## config.mk

```make
export PLATFORM = sky130hd
export DESIGN_NAME = dcr_buffer
export DESIGN_NICKNAME = d
export VERILOG_FILES = /design/src/common/socket_pkg.sv /design/src/dcr_buffer.sv
export VERILOG_INCLUDE_DIRS = /design/src /design/src/common
export SDC_FILE = /design/constraint.sdc
export NUM_CORES = 1
export LEC_CHECK = 0
export BUFFER_PORTS_ARGS = -buffer_cell sky130_fd_sc_hd__buf_4
export CELL_PAD_IN_SITES_DETAIL_PLACEMENT = 1
export CELL_PAD_IN_SITES_GLOBAL_PLACEMENT = 2
export CORE_MARGIN = 2
export CORE_UTILIZATION = 29
export CTS_BUF_LIST = sky130_fd_sc_hd__clkbuf_2
export DETAILED_ROUTE_END_ITERATION = 16
export MAX_ROUTING_LAYER = met4
export PLACE_DENSITY_LB_ADDON = 0.25
export SLEW_MARGIN = 20
export SYNTH_ARGS = -nofsm -noshare
export SYNTH_HDL_FRONTEND = slang
export SYNTH_SLANG_ARGS = --single-unit
```

## constraint.sdc

```tcl
create_clock -name clk -period 2.1 [get_ports clk]
set_input_delay 0.315 -clock clk [delete_from_list [all_inputs] [get_ports clk]]
set_output_delay 0.315 -clock clk [all_outputs]
set_load 0.02 [all_outputs]
```

## src/common/socket_defines.svh

```systemverilog
/*
  build parameters of the compute socket
  SOCKET_TAG_W must be wide enough to hold a core index
  the DCR data word is SOCKET_DATA_W bits wide
*/
`ifndef SOCKET_DEFINES_SVH
`define SOCKET_DEFINES_SVH

// socket size
`define SOCKET_NUM_CORES   4
`define SOCKET_TAG_W       2

// datapath widths
`define SOCKET_ADDR_W      16
`define SOCKET_DATA_W      32
`define SOCKET_CNT_W       8

// device configuration registers
`define SOCKET_DCR_ADDR_W  2
`define DCR_LAUNCH         0
`define DCR_START          1

`endif

```

## src/common/socket_pkg.sv

```systemverilog
/*
  shared types of the compute socket
  memory requests are read only, tagged with the issuing core index
  the DCR data word has two views, selected by the DCR address
*/
`include "socket_defines.svh"

package socket_pkg;

    ////////////////////////////////////////////////////////////
    // memory port
    ////////////////////////////////////////////////////////////

    typedef struct packed {
        logic [`SOCKET_ADDR_W-1:0] addr;
        logic [`SOCKET_TAG_W-1:0]  tag;
    } mem_req_t;

    typedef struct packed {
        logic [`SOCKET_DATA_W-1:0] data;
        logic [`SOCKET_TAG_W-1:0]  tag;
    } mem_rsp_t;

    ////////////////////////////////////////////////////////////
    // DCR write word
    ////////////////////////////////////////////////////////////

    // launch window view
    typedef struct packed {
        logic [`SOCKET_DATA_W-`SOCKET_ADDR_W-`SOCKET_CNT_W-1:0] unused;
        logic [`SOCKET_CNT_W-1:0]                               count;
        logic [`SOCKET_ADDR_W-1:0]                              base;
    } dcr_launch_t;

    // start command view
    typedef struct packed {
        logic [`SOCKET_DATA_W-`SOCKET_NUM_CORES-1:0] unused;
        logic [`SOCKET_NUM_CORES-1:0]                core_mask;
    } dcr_start_t;

    typedef union packed {
        dcr_launch_t launch;
        dcr_start_t  start;
    } dcr_data_u;

    typedef struct packed {
        logic [`SOCKET_DCR_ADDR_W-1:0] addr;
        dcr_data_u                     data;
    } dcr_req_t;

    // window as seen by every core
    typedef struct packed {
        logic [`SOCKET_ADDR_W-1:0] base;
        logic [`SOCKET_CNT_W-1:0]  count;
    } launch_cfg_t;

endpackage

```

## src/dcr_buffer.sv

```systemverilog
/*
  DCR write buffer of the socket
  a launch write replaces the stored window on the next edge
  a start write gives a one-cycle start pulse to each masked core
  writes to other DCR addresses are dropped
*/
`timescale 1ns/10ps
`include "socket_defines.svh"

module dcr_buffer import socket_pkg::*; (
    input  logic                         clk,
    input  logic                         rst_n,
    input  logic                         dcr_valid,
    input  dcr_req_t                     dcr_req,
    output launch_cfg_t                  cfg,
    output logic [`SOCKET_NUM_CORES-1:0] start
);
    localparam int DCR_ADDR_W = `SOCKET_DCR_ADDR_W;

    dcr_data_u wdata;
    logic      wr_launch;
    logic      wr_start;

    // address decode selects the union view
    assign wdata     = dcr_req.data;
    assign wr_launch = dcr_valid && (dcr_req.addr == DCR_ADDR_W'(`DCR_LAUNCH));
    assign wr_start  = dcr_valid && (dcr_req.addr == DCR_ADDR_W'(`DCR_START));

    ////////////////////////////////////////////////////////////
    // launch window
    ////////////////////////////////////////////////////////////

    always_ff @(posedge clk or negedge rst_n) begin
        if (!rst_n) begin
            cfg <= '0;
        end else if (wr_launch) begin
            cfg.base  <= wdata.launch.base;
            cfg.count <= wdata.launch.count;
        end
    end

    ////////////////////////////////////////////////////////////
    // start pulses
    ////////////////////////////////////////////////////////////

    // held for exactly one cycle
    always_ff @(posedge clk or negedge rst_n) begin
        if (!rst_n) begin
            start <= '0;
        end else if (wr_start) begin
            start <= wdata.start.core_mask;
        end else begin
            start <= '0;
        end
    end

endmodule

```

==> results_dict.tcl, run 1 <==
set metrics [dict create \
    status "finished clean" \
    wl_um 2110 \
    cellPowerDensity_nw_per_um2 819 \
    place_congestion 0.642 \
    start_kind "register" \
    fp.dieH_um 64.1 \
    utilization_pct 45.6 \
    hp-class "in2reg" \
    grt_max_degree 29 \
    finalMaxSlewViolations 0 \
    ys_seq_area_share_pct 67.0 \
    ctsHtreeMaxLevel 1 \
    setup_tns_ns 0 \
    post_cts_resized 0 \
    cts_made_buffers 3 \
    worst_pin_slew_ns 0.347 \
    grt_pass1_wl_um 3530 \
    crit_arrival_ns 0.93 \
    die_x_um 64.1 \
    io_buffers 56 \
    nets 159 \
    dr.pass1.iters 2 \
    postSynthAreaPerCell_um2 17.4 \
    worstPathRequired_ns 1.78 \
    clk-insertion-delay-late_ns 0.33 \
    rows 21 \
    syn_inst 60 \
    final_common_cell "buf_4" \
    wl_per_cell_um 12.6 \
    syn-num-nets 97 \
    grt_overflow 0 \
    area_delta_synth_final_pct 47.7 \
    synth-seq-cells 28 \
    mostFrequentLayoutCells "buf_4 (58), dfrtp_1 (28), mux2_2 (23)" \
    drive_gt1_share_pct 70.2 \
    yosys_warnings 0 \
    crit_buf_inv 1 \
    worst_slew_margin_rel_pct 76.8 \
    ir_worst_vdd_v 0.000280 \
    maxCapViolCount 0 \
    hpwl_um 1670 \
    end_kind "primary output" \
    start_util_pct 30.9 \
    root_buffer "clkbuf_2" \
    antenna_found_initial 0 \
    crit_fanout 2 \
    rsz0062_at_grt "no" \
    num_vias 735 \
    post_drt_via_cell_ratio 4.40 \
    coreArea_um2 3390 \
    criticalPathCategory "reg2out" \
    min_period_over_period_pct 59.3 \
    n_antenna_cell 0 \
    grt_usage_pct 11.5 \
    cp_slowest_cell "dfrtp_1" \
    yosys.cell_types.count 7 \
    p_leak_nw 0.755 \
    path_cells "buf_4" \
    syn-cell-area_um2 1050 \
    ioPinCount 65 \
    drc 0 \
    drtIter0Drc 12 \
    clock_path_buffers 2 \
    min_period_ns 1.25 \
    cts.sinks 28 \
    die-area_um2 4100 \
    skew_ns 0 \
    drtAntennaViolNets 0 \
    first_global_vias 759 \
    clk_pin_slew_ns 0.23 \
    postCtsSetupBuffers 0 \
    cpPeakStageDelay_ns 0.44 \
    final-setup-viol-count 0 \
    finalHoldViolCount 0 \
    fmax_mhz 803 \
    crit_family "flip-flops" \
    cts_tree "yes" \
]
-- repair_timing --
action | CTS | global route
hold buffers | 1 | 0
hold endpoints to repair | 28 | 0
endpoints found under the setup margin | 0 | 0
-- state kept, by name, indices dropped and copies added, names as in the netlist --
name,flops
cfg,24
start,4
-- cells in the mapped netlist --
master   instances  area (um2)
mux2_2          23         259
buf_6            2        22.5
mux2_1           1        11.3
nor3b_4          1        18.8
and2_1           4        25.0
and3b_1          1        8.76
dfrtp_1         28         701
-- worst paths after layout --
kind	startpoint	endpoint	slack [ns]	cells past startpoint
max	cfg[3]	cfg[3]	0.85	1
max reg2reg	cfg[2]	cfg[2]	1.32	1
min in group asynchronous	rst_n	cfg[21]	0.40	2
min	dcr_req[18]	cfg[2]	0.18	2
min reg2reg	cfg[2]	cfg[2]	0.52	1
max in group asynchronous	rst_n	cfg[0]	1.45	2
-- report_power, final --
group | total (mW) | switching (mW) | leakage, nW | internal, mW
logic | 0.411 | 0.196 | 0.402 | 0.216
clock network | 0.182 | 0.141 | 0.0140 | 0.0414
registers | 0.672 | 0.0440 | 0.339 | 0.628
-- routing by layer --
metal	GRT usage, %	part of all wire (%)	vias to the layer above
met5	-	0	-
met4	4.08	0.71	0
met3	2.82	7.7	2
met2	19.8	53	30
met1	13.0	38	372
li1	-	-	331
-- final cells by class --
cell class              instances  area (um2)
fillers                       355        1840
clock inverters                 1        3.75
repair buffers                 59         445
multi-input cells              30         323
well taps                      46        57.6
flip-flops and latches         28         701
clock buffers                   3        15.0
-- cell families (layout without fill, tap and decap cells) --
kind of cell           count (synthesis)  in the layout  share of synthesized area, %
multiplexers                          24             24                          25.8
buffers and inverters                  2             63                          2.15
flip-flops                            28             28                          67.0
AND/OR/NAND/NOR                        6              6                          5.02
-- through the flow --
step                power [mW]  cells  hold slack, ns  setup slack (ns)  area, um2
floorplan                0.886     60          0.0194             0.846       1050
global placement          1.09    162           0.254             0.731       1520
detailed placement        1.10    162           0.254             0.713       1520
CTS                       1.30    167           0.147             0.812       1550
global route              1.36    167           0.108             0.740       1550
finish                    1.27    167           0.181             0.855       1550
No activity file was read; power rests on OpenSTA's default activity.
==> run 2: changes to the inputs <==
- CORE_UTILIZATION: 29 -> 27
- clock period: 2.1 -> 1.26 ns (I/O delays scaled with it)
==> run 2 against run 1 <==
Utilization rose by 1.1 points. Largest cell class unchanged. Hold slack worse by 0.13 ns. Sequential cell count is the same. Register-to-register slack got worse by 0.85 ns.
==> results_dict.tcl, run 2 (synthesized netlist as in run 1, its figures left out) <==
set metrics [dict create \
    status "finished clean" \
    setup_tns_ns 0 \
    drc 0 \
    rows 22 \
    mostFrequentLayoutCells "buf_4 (56), dfrtp_1 (28), mux2_2 (23)" \
    clk-insertion-delay-late_ns 0.34 \
    final-setup-viol-count 0 \
    min_period_ns 1.14 \
    first_global_vias 755 \
    end_kind "primary output" \
    drtAntennaViolNets 0 \
    crit_arrival_ns 0.95 \
    power_mw 2.17 \
    grt_usage_pct 10.3 \
    start_util_pct 28.4 \
    drtIter0Drc 7 \
    cellPowerDensity_nw_per_um2 1260 \
    root_buffer "clkbuf_2" \
    post_cts_resized 0 \
    antenna_found_initial 0 \
    rr_startpoint "cfg[9]" \
    worstPathRequired_ns 1.07 \
    area_delta_synth_final_pct 64.7 \
    postCtsHoldBufs 2 \
    criticalPathCategory "reg2out" \
    path_cells "buf_4" \
    pwr-share-clk_pct 14.7 \
    grt_overflow 0 \
    critPathLaunch "cfg[9]" \
    min_period_over_period_pct 90.6 \
    top_register "cfg" \
    hp-class "in2reg" \
    internal-power_mw 1.51 \
    ir_worst_vdd_v 0.000557 \
    clk_pin_slew_ns 0.24 \
    finalHoldViolCount 0 \
    fin_ws_ns 0.118 \
    skew_ns 0 \
    finalMaxSlewViolations 0 \
    dr.pass1.iters 4 \
    cts.sinks 28 \
    switching_share_pct 30.5 \
    seqPwrFrac_pct 51.6 \
    hp-start "dcr_req[22]" \
    n_antenna_cell 0 \
    io_buffers 56 \
    final_area_um2 1720 \
    rsz0062_at_grt "no" \
    nets 175 \
    drive_gt1_share_pct 61.3 \
    crit_fanout 2 \
    final_common_cell "buf_4" \
    worst_slew_margin_rel_pct 76.6 \
    p_sw_uw 662 \
    crit_buf_inv 1 \
    wl_per_cell_um 12.7 \
    top_regs "cfg x24, start x4" \
    combPwrFrac_pct 33.7 \
    cp_slowest_cell "dfrtp_1" \
    place_area_um2 1520 \
    fmax_mhz 876 \
    die-area_um2 4390 \
    coreArea_um2 3690 \
    cts_made_buffers 3 \
    grt_pass1_wl_um 3330 \
    crit_family "flip-flops" \
    wl_um 2350 \
    start_kind "register" \
    p_leak_nw 0.824 \
    postCtsSetupBuffers 0 \
    clock_path_buffers 2 \
    post_drt_via_cell_ratio 4.22 \
    worst_pin_slew_ns 0.352 \
    cpPeakStageDelay_ns 0.45 \
    ctsHtreeMaxLevel 1 \
    die_x_um 66.2 \
    grt_max_degree 29 \
    place_congestion 0.655 \
    pre_cts_slack_ns 0.0205 \
    largest_reg_flops 24 \
    fp.dieH_um 66.2 \
    num_vias 780 \
    cts_tree "yes" \
    maxCapViolCount 0 \
    ioPinCount 65 \
]
run 2: changes by cell type in the layout (fill, tap and decap cells not counted), sizes merged:
cell	delta
buf	-1
dlygate4sd3	+17
run 2: area by class of cell:
| class | count | area (um2) |
|---|---|---|
| Fill cell | 386 | 1970 |
| Sequential cell | 28 | 701 |
| Timing Repair Buffer | 75 | 621 |
| Multi-Input combinational cell | 30 | 323 |
| Tap cell | 48 | 60.1 |
| Clock buffer | 3 | 15.0 |
| Clock inverter | 1 | 3.75 |
run 2: power groups by stage:
stage	clock network (mW)	logic, mW	registers [mW]
after floorplan	0	0.153	1.32
after global placement	0	0.690	1.13
after detailed placement	0	0.698	1.14
after CTS	0.354	0.703	1.13
after global routing	0.380	0.781	1.15
final	0.319	0.732	1.12
run 2: metal layers:
| metal | GRT usage, % | part of all wire, % | vias to the layer above |
|---|---|---|---|
| met5 | - | 0 | - |
| met4 | 3.83 | 0 | 0 |
| met3 | 2.21 | 6.3 | 0 |
| met2 | 16.6 | 53 | 35 |
| met1 | 12.6 | 40 | 385 |
| li1 | - | - | 360 |
run 2: final timing paths:
kind / endpoint / cells past startpoint / slack (ns)
max: cfg[9] / 1 / 0.12
max in group asynchronous: cfg[19] / 2 / 0.76
min: cfg[6] / 2 / 0.05
max reg2reg: cfg[9] / 1 / 0.47
min reg2reg: cfg[2] / 1 / 0.54
min in group asynchronous: cfg[23] / 2 / 0.24
run 2: metrics by stage:
| stage | utilization [%] | instances | hold WS (ns) |
|---|---|---|---|
| after floorplan | - | 60 | -0.107 |
| after global placement | 41.3 | 163 | 0.130 |
| after detailed placement | 41.3 | 163 | 0.132 |
| after CTS | 42.4 | 169 | 0.00348 |
| after global routing | 46.7 | 185 | 0.00201 |
| final | 46.7 | 185 | 0.0492 |
