## src/common/socket_defines.svh

```systemverilog
/*
  build parameters of the compute socket
  SOCKET_TAG_W must be wide enough to hold a core index
  the DCR data word is SOCKET_DATA_W bits wide
*/
`ifndef SOCKET_DEFINES_SVH
`define SOCKET_DEFINES_SVH

// socket size
`define SOCKET_NUM_CORES   4
`define SOCKET_TAG_W       2

// datapath widths
`define SOCKET_ADDR_W      16
`define SOCKET_DATA_W      32
`define SOCKET_CNT_W       8

// device configuration registers
`define SOCKET_DCR_ADDR_W  2
`define DCR_LAUNCH         0
`define DCR_START          1

`endif

```

## src/common/socket_pkg.sv

```systemverilog
/*
  shared types of the compute socket
  memory requests are read only, tagged with the issuing core index
  the DCR data word has two views, selected by the DCR address
*/
`include "socket_defines.svh"

package socket_pkg;

    ////////////////////////////////////////////////////////////
    // memory port
    ////////////////////////////////////////////////////////////

    typedef struct packed {
        logic [`SOCKET_ADDR_W-1:0] addr;
        logic [`SOCKET_TAG_W-1:0]  tag;
    } mem_req_t;

    typedef struct packed {
        logic [`SOCKET_DATA_W-1:0] data;
        logic [`SOCKET_TAG_W-1:0]  tag;
    } mem_rsp_t;

    ////////////////////////////////////////////////////////////
    // DCR write word
    ////////////////////////////////////////////////////////////

    // launch window view
    typedef struct packed {
        logic [`SOCKET_DATA_W-`SOCKET_ADDR_W-`SOCKET_CNT_W-1:0] unused;
        logic [`SOCKET_CNT_W-1:0]                               count;
        logic [`SOCKET_ADDR_W-1:0]                              base;
    } dcr_launch_t;

    // start command view
    typedef struct packed {
        logic [`SOCKET_DATA_W-`SOCKET_NUM_CORES-1:0] unused;
        logic [`SOCKET_NUM_CORES-1:0]                core_mask;
    } dcr_start_t;

    typedef union packed {
        dcr_launch_t launch;
        dcr_start_t  start;
    } dcr_data_u;

    typedef struct packed {
        logic [`SOCKET_DCR_ADDR_W-1:0] addr;
        dcr_data_u                     data;
    } dcr_req_t;

    // window as seen by every core
    typedef struct packed {
        logic [`SOCKET_ADDR_W-1:0] base;
        logic [`SOCKET_CNT_W-1:0]  count;
    } launch_cfg_t;

endpackage

```

## src/core/compute_core.sv

```systemverilog
/*
  one compute core of the socket
  reads count words from base + CORE_ID * count and sums them
  the slice address wraps at the top of the address space
  a start pulse while busy is ignored
  the sum wraps at SOCKET_DATA_W bits
*/
`timescale 1ns/10ps
`include "socket_defines.svh"

module compute_core import socket_pkg::*; #(
    parameter int CORE_ID = 0
) (
    input  logic                      clk,
    input  logic                      rst_n,
    input  launch_cfg_t               cfg,
    input  logic                      start,
    input  logic                      req_ready,
    input  logic                      rsp_valid,
    input  logic [`SOCKET_DATA_W-1:0] rsp_data,
    output logic                      req_valid,
    output logic [`SOCKET_ADDR_W-1:0] req_addr,
    output logic                      busy,
    output logic [`SOCKET_DATA_W-1:0] result
);
    localparam int ADDR_W = `SOCKET_ADDR_W;
    localparam int CNT_W  = `SOCKET_CNT_W;

    logic [CNT_W-1:0]          count_q;
    logic [CNT_W-1:0]          issued_q;
    logic [CNT_W-1:0]          received_q;
    logic [`SOCKET_DATA_W-1:0] sum_q;
    logic [ADDR_W-1:0]         slice_origin;
    logic                      launch;
    logic                      issue;
    logic                      accept;
    logic                      done;

    // first word of this core's slice
    assign slice_origin = cfg.base + ADDR_W'(CORE_ID) * ADDR_W'(cfg.count);

    assign launch    = start && !busy;
    assign req_valid = busy && (issued_q != count_q);
    assign issue     = req_valid && req_ready;
    assign accept    = busy && rsp_valid;
    // all responses are in, so no more data can arrive
    assign done      = busy && (received_q == count_q);

    ////////////////////////////////////////////////////////////
    // control
    ////////////////////////////////////////////////////////////

    always_ff @(posedge clk or negedge rst_n) begin
        if (!rst_n) begin
            busy       <= 1'b0;
            issued_q   <= '0;
            received_q <= '0;
            result     <= '0;
        end else if (launch) begin
            busy       <= 1'b1;
            issued_q   <= '0;
            received_q <= '0;
        end else begin
            if (issue) begin
                issued_q <= issued_q + CNT_W'(1);
            end
            if (accept) begin
                received_q <= received_q + CNT_W'(1);
            end
            if (done) begin
                busy   <= 1'b0;
                result <= sum_q;
            end
        end
    end

    ////////////////////////////////////////////////////////////
    // address walk and accumulator
    ////////////////////////////////////////////////////////////

    always_ff @(posedge clk) begin
        if (launch) begin
            count_q  <= cfg.count;
            req_addr <= slice_origin;
            sum_q    <= '0;
        end else begin
            if (issue) begin
                req_addr <= req_addr + ADDR_W'(1);
            end
            // responses may come back in any order
            if (accept) begin
                sum_q <= sum_q + rsp_data;
            end
        end
    end

endmodule

```

## config.mk

```make
export PLATFORM = sky130hd
export DESIGN_NAME = compute_core
export DESIGN_NICKNAME = d
export VERILOG_FILES = /design/src/common/socket_pkg.sv /design/src/core/compute_core.sv
export VERILOG_INCLUDE_DIRS = /design/src /design/src/common
export SDC_FILE = /design/constraint.sdc
export NUM_CORES = 1
export LEC_CHECK = 0
export BUFFER_PORTS_ARGS = -buffer_cell sky130_fd_sc_hd__buf_2
export CORE_ASPECT_RATIO = 1.1
export CORE_UTILIZATION = 49
export CTS_BUF_LIST = sky130_fd_sc_hd__clkbuf_4 sky130_fd_sc_hd__clkbuf_8 sky130_fd_sc_hd__clkbuf_16
export CTS_CLUSTER_DIAMETER = 30
export DETAILED_ROUTE_END_ITERATION = 12
export PLACE_DENSITY = 0.72
export SYNTH_ARGS = -nofsm -noshare
export SYNTH_HDL_FRONTEND = slang
export SYNTH_SLANG_ARGS = --single-unit
```

## constraint.sdc

```tcl
create_clock -name clk -period 4.7 [get_ports clk]
set_clock_uncertainty 0.2 [all_clocks]
set_input_delay 1.41 -clock clk [delete_from_list [all_inputs] [get_ports clk]]
set_output_delay 1.41 -clock clk [all_outputs]
set_load 0.02 [all_outputs]
```

==> impl_metrics.tcl, run 1 <==
set metrics [dict create \
    drive_gt1_frac 0.198 \
    grt_max_degree 50 \
    yosys-top-cells-area "dfrtp_1, edfxtp_1, dfxtp_1" \
    ir_drop_mv 0.266 \
    portBuffers 110 \
    p_per_area_nw_per_um2 594 \
    syn_inst 610 \
    post_drt_wl_per_cell_um 15.3 \
    cp_max_fo 3 \
    synth_nets 706 \
    relSlewSlack 0.252 \
    post_drt_via_cell_ratio 5.59 \
    max_cap_viol_count 0 \
    postSynthAreaPerCell_um2 9.78 \
    hp-class "reg2reg" \
    required_ps 4700 \
    dp_hpwl_mm 9.82 \
    yosysMostFrequentCell "nand2_1" \
    synth_top_area_cell "dfrtp_1" \
    track_usage 0.223 \
    final_area_um2 6950 \
    clk_pin_slew_ps 70 \
    synth_edf_count 24 \
    die_x_um 107 \
    post_cts_buffers 0 \
    cp_slowest_stage_delay_ps 410 \
    rsz0062_at_grt "no" \
    ff2ff_setup_slack_ps 1540 \
    fin_crit_sh 0.854 \
    h-tree-depth 3 \
    critPathKind "in2reg" \
    clock_path_buffers 2 \
    cts_hold_buf 0 \
    nets 812 \
    initial_utilization 0.512 \
    ctsResizeCount 0 \
    synth-seq-cells 105 \
    startpoint_type "primary input" \
    crit_path_end_kind "flop" \
    async_flop_share 0.467 \
    critPathTopFamily "compound AO/OA/AOI/OAI gates" \
    top_usage_layer "met2" \
    cp_cell_sequence "buf_2 -> ha_1 -> fa_1 -> a21o_1 -> a221oi_2 -> o211ai_2 -> a311o_1 -> a221o_2 -> a31oi_1 -> xor2_1 -> o21ai_1" \
    critPathBufInv 1 \
    fp.dieH_um 118 \
    total_leakage_power_uw 0.00327 \
    cp.depth 11 \
    startpoint "rsp_data[0]" \
    yosys.area.top_type_share 0.206 \
    dieArea_um2 12600 \
    drc_errors 0 \
    ys_warn_count 0 \
    r2r-end "sum_q[24]" \
    ys_seq_area_frac 0.434 \
    finalSetupTns_ps 0 \
    met1_usage 0.279 \
    core-area_um2 11600 \
    reg2reg_from "sum_q[0]" \
    cp_slowest_cell "fa_1" \
    antenna_found_initial 0 \
    setup_viol_count_final 0 \
    grt_pass1_vias 4889 \
    outcome "finished, final reports clean" \
    std_cell_rows 41 \
    syn_area_um2 5960 \
    place_congestion 0.956 \
    cts_tree "done" \
    ios 111 \
    whs_path_depth 2 \
    num_antenna_cells 0 \
    hold_path_startpoint "sum_q[25]" \
    hold_violations 0 \
    met3_usage 0.0421 \
    clock-sinks 105 \
    drtAntennaViolNets 0 \
    use_met2 0.374 \
    cts_buffers 9 \
    min_period_ps 4010 \
    insertion_delay_ps 350 \
    grt.overflow.total 0 \
    crit_end "sum_q[24]" \
    cts_root_buf "clkbuf_16" \
    tightest_slew_ps 1120 \
    drv_slew 0 \
    via_count 4866 \
    worst_ep_arrival_time_ps 4020 \
    synth_ff_type "dfrtp_1" \
    totalWireLength_mm 13.3 \
    post_dp_cell_area_um2 6660 \
    dr.pass1.iters 5 \
    grt_pass1_wl_mm 22.4 \
    syn_to_final_growth_pct 16.6 \
    drt_iter0_markers 178 \
    timing.fmax_ghz 0.249 \
    ff2ff_path_depth 10 \
    synth_cell_types 64 \
    ys_top_cells_by_count "nand2_1, dfrtp_1, xor2_1" \
]
## per-stage QoR
step	total power, uW	instances	hold WS [ps]	setup slack [ps]	utilization
5_1_grt	4450	871	294	575	0.597
4_1_cts	4150	871	272	716	0.597
6_report	4130	871	266	685	0.597
3_5_place_dp	3370	855	261	340	0.572
3_3_place_gp	3320	855	254	437	0.572
2_1_floorplan	2890	610	239	601	-
## layout make-up
cell class,count,area (um2)
Tap cell,150,188
Sequential cell,105,2590
Inverter,7,26.3
Multi-Input combinational cell,477,3260
Timing Repair Buffer,116,596
Clock inverter,4,42.5
Fill cell,1014,4690
Clock buffer,12,254
## report_power, final
part           leakage, uW  switching [uW]  total [uW]  internal (uW)
Sequential         0.00115             239        1460           1220
Clock             0.000148             318         753            435
Combinational      0.00197            1080        1920            835
## kinds of logic after synthesis
logic type | count (synthesis) | share of synthesized area
xor+xnor | 67 | 0.0984
compound gates | 152 | 0.160
mux | 35 | 0.0655
buf+inv | 28 | 0.0214
simple gates | 188 | 0.146
fa+ha+maj | 35 | 0.0747
flops | 105 | 0.434
## state kept, by name (all words and copies together), names as in the netlist
| name | flops |
|---|---|
| result | 32 |
| sum_q | 32 |
| req_addr | 16 |
| count_q | 8 |
| issued_q | 8 |
| received_q | 8 |
| busy | 1 |
## worst reg2reg max path, cell delays in order, from the launching register on
cell	delay [ps]
dfxtp_1	330
ha_1	230
fa_1	410
a21o_1	230
a221oi_2	290
o211ai_2	130
a311o_1	320
a221o_2	400
a31oi_1	210
xor2_1	190
o21ai_1	90
## cells in the final DEF, fill, tap and decap left out, drive strengths merged, types with 3 or more instances in the layout
cell    instances
o211ai          3
dfxtp          32
buf           116
and3           11
a21o           16
inv             6
edfxtp         24
clkinv          4
nand2          79
nand2b          3
o21bai          7
nor2b           3
mux2           32
xnor2          22
mux2i           3
nand4           8
xor2           45
dfrtp          49
o21ai          58
nor3            7
a21boi          4
o21a            3
a21oi          34
ha             34
nor2           40
a31oi           8
nor4            4
clkbuf         12
and2            4
nand3          19
a22o            4
## worst min path at each step
stage                      to
CTS                 sum_q[25]
global placement    sum_q[19]
detailed placement  sum_q[19]
global route        sum_q[29]
finish              sum_q[25]
floorplan           sum_q[31]
## layer usage
metal	part of all wire	up-vias
met5	0	-
met4	0.026	0
met3	0.058	25
met2	0.48	147
met1	0.44	2294
li1	-	2400
Power figures use the tool's default switching activity.
==> inputs of run 2 (changes only) <==
--- a/config.mk
+++ b/config.mk
@@ -14,2 +14,3 @@
 export DETAILED_ROUTE_END_ITERATION = 12
+export GPL_TIMING_DRIVEN = 0
 export PLACE_DENSITY = 0.72
--- a/constraint.sdc
+++ b/constraint.sdc
@@ -4,2 +4,2 @@
 set_output_delay 1.41 -clock clk [all_outputs]
-set_load 0.02 [all_outputs]
+set_load 0.005 [all_outputs]
==> run 2 against run 1 <==
Compared with the run above: maximum frequency shrank 2.3%; critical path depth unchanged; routed wire length increased by 2.9%; count of clock-buffer cells in the layout increased by 1; cell count is 1.7% higher; first-iteration DRC count is 34% higher; sequential share of layout area down 0.14 points; non-clock buffer count rose by 15; clock power shrank 5.6%; largest cell class unchanged; highest routed layer unchanged.
==> impl_metrics.tcl, run 2 (synthesis gave the netlist of run 1 again) <==
set metrics [dict create \
    max_cap_viol_count 0 \
    cts_tree "done" \
    ir_drop_mv 0.292 \
    critPathTopFamily "compound AO/OA/AOI/OAI gates" \
    core-area_um2 11600 \
    largest_registers "result x32, sum_q x32, req_addr x16" \
    grt_pass1_vias 4957 \
    relSlewSlack 0.231 \
    fp.dieH_um 118 \
    dp_hpwl_mm 10.3 \
    worst_ep_arrival_time_ps 4140 \
    insertion_delay_ps 350 \
    cts_buffers 9 \
    cp_max_fo 4 \
    hold_violations 0 \
    p_sw_frac 0.384 \
    dp.cells 870 \
    place_congestion 0.896 \
    cp_cell_sequence "buf_2 -> ha_1 -> fa_1 -> a21o_1 -> a221oi_2 -> o211ai_2 -> a311o_1 -> a221o_2 -> a41oi_2 -> xor2_1 -> o21ai_1" \
    postLayoutSetupSlackWorst_ps 591 \
    drive_gt1_frac 0.194 \
    syn_to_final_growth_pct 17.0 \
    post_drt_wl_per_cell_um 15.5 \
    cts_root_buf "clkbuf_16" \
    pwr-share-comb 0.453 \
    clock_path_buffers 2 \
    portBuffers 110 \
    clock_power_share 0.179 \
    hold_path_startpoint "sum_q[29]" \
    required_ps 4740 \
    pwr-share-seq 0.368 \
    finalSetupTns_ps 0 \
    p_sw_uw 1520 \
    post_drt_via_cell_ratio 5.55 \
    intPower_uw 2440 \
    drc_errors 0 \
    critPathBufInv 1 \
    clk_pin_slew_ps 70 \
    track_usage 0.232 \
    mostFrequentLayoutCell "buf_2" \
    timing.fmax_ghz 0.243 \
    drt_iter0_markers 239 \
    h-tree-depth 3 \
    initial_utilization 0.512 \
    ios 111 \
    whs_path_depth 2 \
    dieArea_um2 12600 \
    setup_viol_count_final 0 \
    critPathKind "in2reg" \
    std_cell_rows 41 \
    post_cts_buffers 0 \
    drtAntennaViolNets 0 \
    grt_max_degree 50 \
    antenna_found_initial 0 \
    outcome "finished, final reports clean" \
    hp-class "reg2reg" \
    startpoint_type "primary input" \
    grt.overflow.total 0 \
    grt_pass1_wl_mm 23.3 \
    fin_cells 886 \
    tightest_slew_ps 1150 \
    final_cell_mix "buf_2, nand2_1, dfrtp_1" \
    die_x_um 107 \
    clock-sinks 105 \
    ff2ff_setup_slack_ps 1430 \
    p_per_area_nw_per_um2 568 \
    num_antenna_cells 0 \
    ctsResizeCount 0 \
    fin_crit_sh 0.874 \
    pre_cts_ws_ps 222 \
    hold_path_end "sum_q[29]" \
    cp_slowest_stage_delay_ps 410 \
    r2r-end "sum_q[28]" \
    cp_slowest_cell "fa_1" \
    dr.pass1.iters 4 \
    via_count 4913 \
    total_leakage_power_uw 0.00328 \
    nets 827 \
    reg2reg_from "sum_q[0]" \
    rsz0062_at_grt "no" \
    crit_path_end_kind "flop" \
    cts_hold_buf 0 \
    drv_slew 0 \
    totalWireLength_mm 13.7 \
    fillCellCount 1010 \
    min_period_ps 4110 \
    ff2ff_path_depth 10 \
]
run 2: worst max path at each step:
stage | start | endpoint | slack [ps] | cells after the start
4_1_cts | rsp_data[0] | sum_q[28] | 590 | 11
3_3_place_gp | rsp_data[0] | sum_q[24] | 230 | 11
5_1_grt | rsp_data[0] | sum_q[28] | 450 | 11
3_5_place_dp | rsp_data[0] | sum_q[28] | 220 | 11
6_report | rsp_data[0] | sum_q[28] | 590 | 11
2_1_floorplan | rsp_data[0] | sum_q[28] | 600 | 10
run 2: area by class of cell:
type | count | area, um2 | share of cell area
inverters | 7 | 26.3 | 0.00376
repair buffers | 110 | 551 | 0.0789
multi-input cells | 477 | 3250 | 0.465
clock inverters | 3 | 16.3 | 0.00233
flip-flops and latches | 105 | 2590 | 0.371
well taps | 150 | 188 | 0.0269
plain buffers | 21 | 101 | 0.0145
clock buffers | 13 | 262 | 0.0375
run 2: tightest hold or removal path: stages, from the launching register on:
cell and delay, ps:
dfxtp_1 320, nand2_1 50, o21ai_1 50
run 2: power groups by stage:
stage / combinational, uW / clock (uW) / sequential (uW)
after detailed placement: 1770 / 0 / 1470
after global routing: 2020 / 768 / 1500
final: 1800 / 711 / 1460
after global placement: 1730 / 0 / 1460
after floorplan: 1360 / 0 / 1420
after CTS: 1790 / 726 / 1460
run 2: through the flow:
| step | cell area (um2) | util | total power, uW | hold WS [ps] |
|---|---|---|---|---|
| after CTS | 6980 | 0.599 | 3970 | 274 |
| after detailed placement | 6700 | 0.575 | 3250 | 263 |
| final | 6980 | 0.599 | 3960 | 270 |
| after floorplan | 5960 | - | 2780 | 239 |
| after global routing | 6980 | 0.599 | 4290 | 297 |
| after global placement | 6700 | 0.575 | 3180 | 256 |
run 2: layer usage:
layer	vias up	GRT usage	share of wire
met4	0	0.104	0.023
met1	2352	0.288	0.45
li1	2432	-	-
met5	-	0	0
met3	22	0.0332	0.040
met2	107	0.398	0.49
==> inputs of run 3 (changes only) <==
Settings changed: REMOVE_ABC_BUFFERS set to 1.
==> run 3 against run 2 <==
Compared with the run above: register-to-register slack lost 70 ps; final area shrank 0.39%; clock power grew 6.6%; routed wire length shrank 2.0%; sequential power is essentially flat; first-iteration DRC count is the same; critical path type unchanged.
==> impl_metrics.tcl, run 3 (synthesis gave the netlist of run 1 again) <==
set metrics [dict create \
    final_area_um2 6950 \
    h-tree-depth 3 \
    worst_ep_arrival_time_ps 4170 \
    post_drt_wl_per_cell_um 15.5 \
    cts_hold_buf 0 \
    ios 111 \
    total_leakage_power_uw 0.00327 \
    postLayoutSetupSlackWorst_ps 536 \
    multiInputGateArea_um2 3260 \
    nets 808 \
    clock_power_share 0.189 \
    finalSetupTns_ps 0 \
    fin_util 0.597 \
    intPower_uw 2450 \
    mostFrequentLayoutCell "buf_2" \
    fillCellCount 994 \
    pre_cts_ws_ps -148 \
    largest_registers "result x32, sum_q x32, req_addr x16" \
    grt_pass1_wl_mm 22.9 \
    dieArea_um2 12600 \
    drc_errors 0 \
    drtAntennaViolNets 0 \
    dr.pass1.iters 7 \
    startpoint_type "primary input" \
    max_cap_viol_count 0 \
    p_sw_uw 1550 \
    drive_gt1_frac 0.198 \
    cts_buffers 9 \
    clock-sinks 105 \
    place_congestion 0.894 \
    setup_viol_count_final 0 \
    min_period_ps 4160 \
    drv_slew 0 \
    regArea_um2 2590 \
    pwr-share-seq 0.362 \
    track_usage 0.227 \
    insertion_delay_ps 350 \
    critPathKind "in2reg" \
    grt.overflow.total 0 \
    pwr-share-comb 0.449 \
    dp.cells 851 \
    grt_max_degree 51 \
    required_ps 4710 \
    timing.fmax_ghz 0.240 \
    outcome "finished, final reports clean" \
    cts_root_buf "clkbuf_16" \
    ir_drop_mv 0.330 \
    p_sw_frac 0.388 \
    post_dp_cell_area_um2 6650 \
    crit_path_end_kind "flop" \
    std_cell_rows 41 \
    syn_to_final_growth_pct 16.6 \
    num_antenna_cells 0 \
    portBuffers 110 \
    final_cell_mix "buf_2, nand2_1, dfrtp_1" \
    hold_violations 0 \
    post_cts_buffers 0 \
    whs_path_depth 2 \
    dp_hpwl_mm 9.88 \
    cts_tree "done" \
    fp.dieH_um 118 \
    post_drt_via_cell_ratio 5.65 \
    clk_pin_slew_ps 70 \
    die_x_um 107 \
    ff2ff_path_depth 10 \
    via_count 4895 \
    fin_crit_sh 0.886 \
    grt_pass1_vias 4910 \
    clock_path_buffers 2 \
    drt_iter0_markers 239 \
    totalWireLength_mm 13.4 \
    relSlewSlack 0.248 \
    hp-class "reg2reg" \
    cp_max_fo 4 \
    core-area_um2 11600 \
    initial_utilization 0.512 \
    tightest_slew_ps 1130 \
    rsz0062_at_grt "no" \
    p_per_area_nw_per_um2 576 \
    antenna_found_initial 0 \
    ctsResizeCount 0 \
    fin_cells 867 \
]
[run 3: cell count changes in the layout (fill, tap and decap cells not counted), sizes merged]
cell,before,now
clkbuf,28,10
clkinvlp,1,0
clkdlybuf4s50,1,0
inv,6,11
buf,115,112
clkinv,3,2
[run 3: cell type report]
type / instances / area share
Multi-Input combinational cell: 477 / 0.470
Clock inverter: 6 / 0.00792
Inverter: 7 / 0.00378
Timing Repair Buffer: 112 / 0.0835
Clock buffer: 10 / 0.0360
Sequential cell: 105 / 0.372
Tap cell: 150 / 0.0270
[run 3: through the flow]
step                power, uW  hold WS (ps)
floorplan                2770           239
global placement         3170           254
detailed placement       3240           258
CTS                      4020           268
global route             4340           298
finish                   4000           264
[run 3: metal layers]
layer,up-vias,share of wire,track usage
met5,-,0,0
met4,0,0.027,0.100
met3,28,0.040,0.0354
met2,143,0.48,0.376
met1,2327,0.45,0.291
li1,2397,-,-
[run 3: power by group through the flow]
stage	clock, uW	combinational [uW]	sequential, uW
floorplan	0	1350	1420
global placement	0	1720	1450
detailed placement	0	1770	1470
CTS	777	1790	1450
global route	825	2020	1500
finish	758	1800	1450
[run 3: worst paths after layout]
check	end	startpoint	slack, ps
setup / recovery	sum_q[24]	rsp_data[0]	540
hold / removal	sum_q[29]	sum_q[29]	260
setup reg to reg	sum_q[24]	sum_q[0]	1360
hold reg to reg	sum_q[29]	sum_q[29]	260
max in group asynchronous	busy	rst_n	2540
min in group asynchronous	result[8]	rst_n	1080
[run 3: worst max-delay path, cell delays in order]
cell,delay (ps)
buf_2,110
ha_1,230
fa_1,410
a21o_1,220
a221oi_2,410
o211ai_2,160
a311o_1,330
a221o_2,410
a31oi_1,240
xor2_1,180
o21ai_1,70
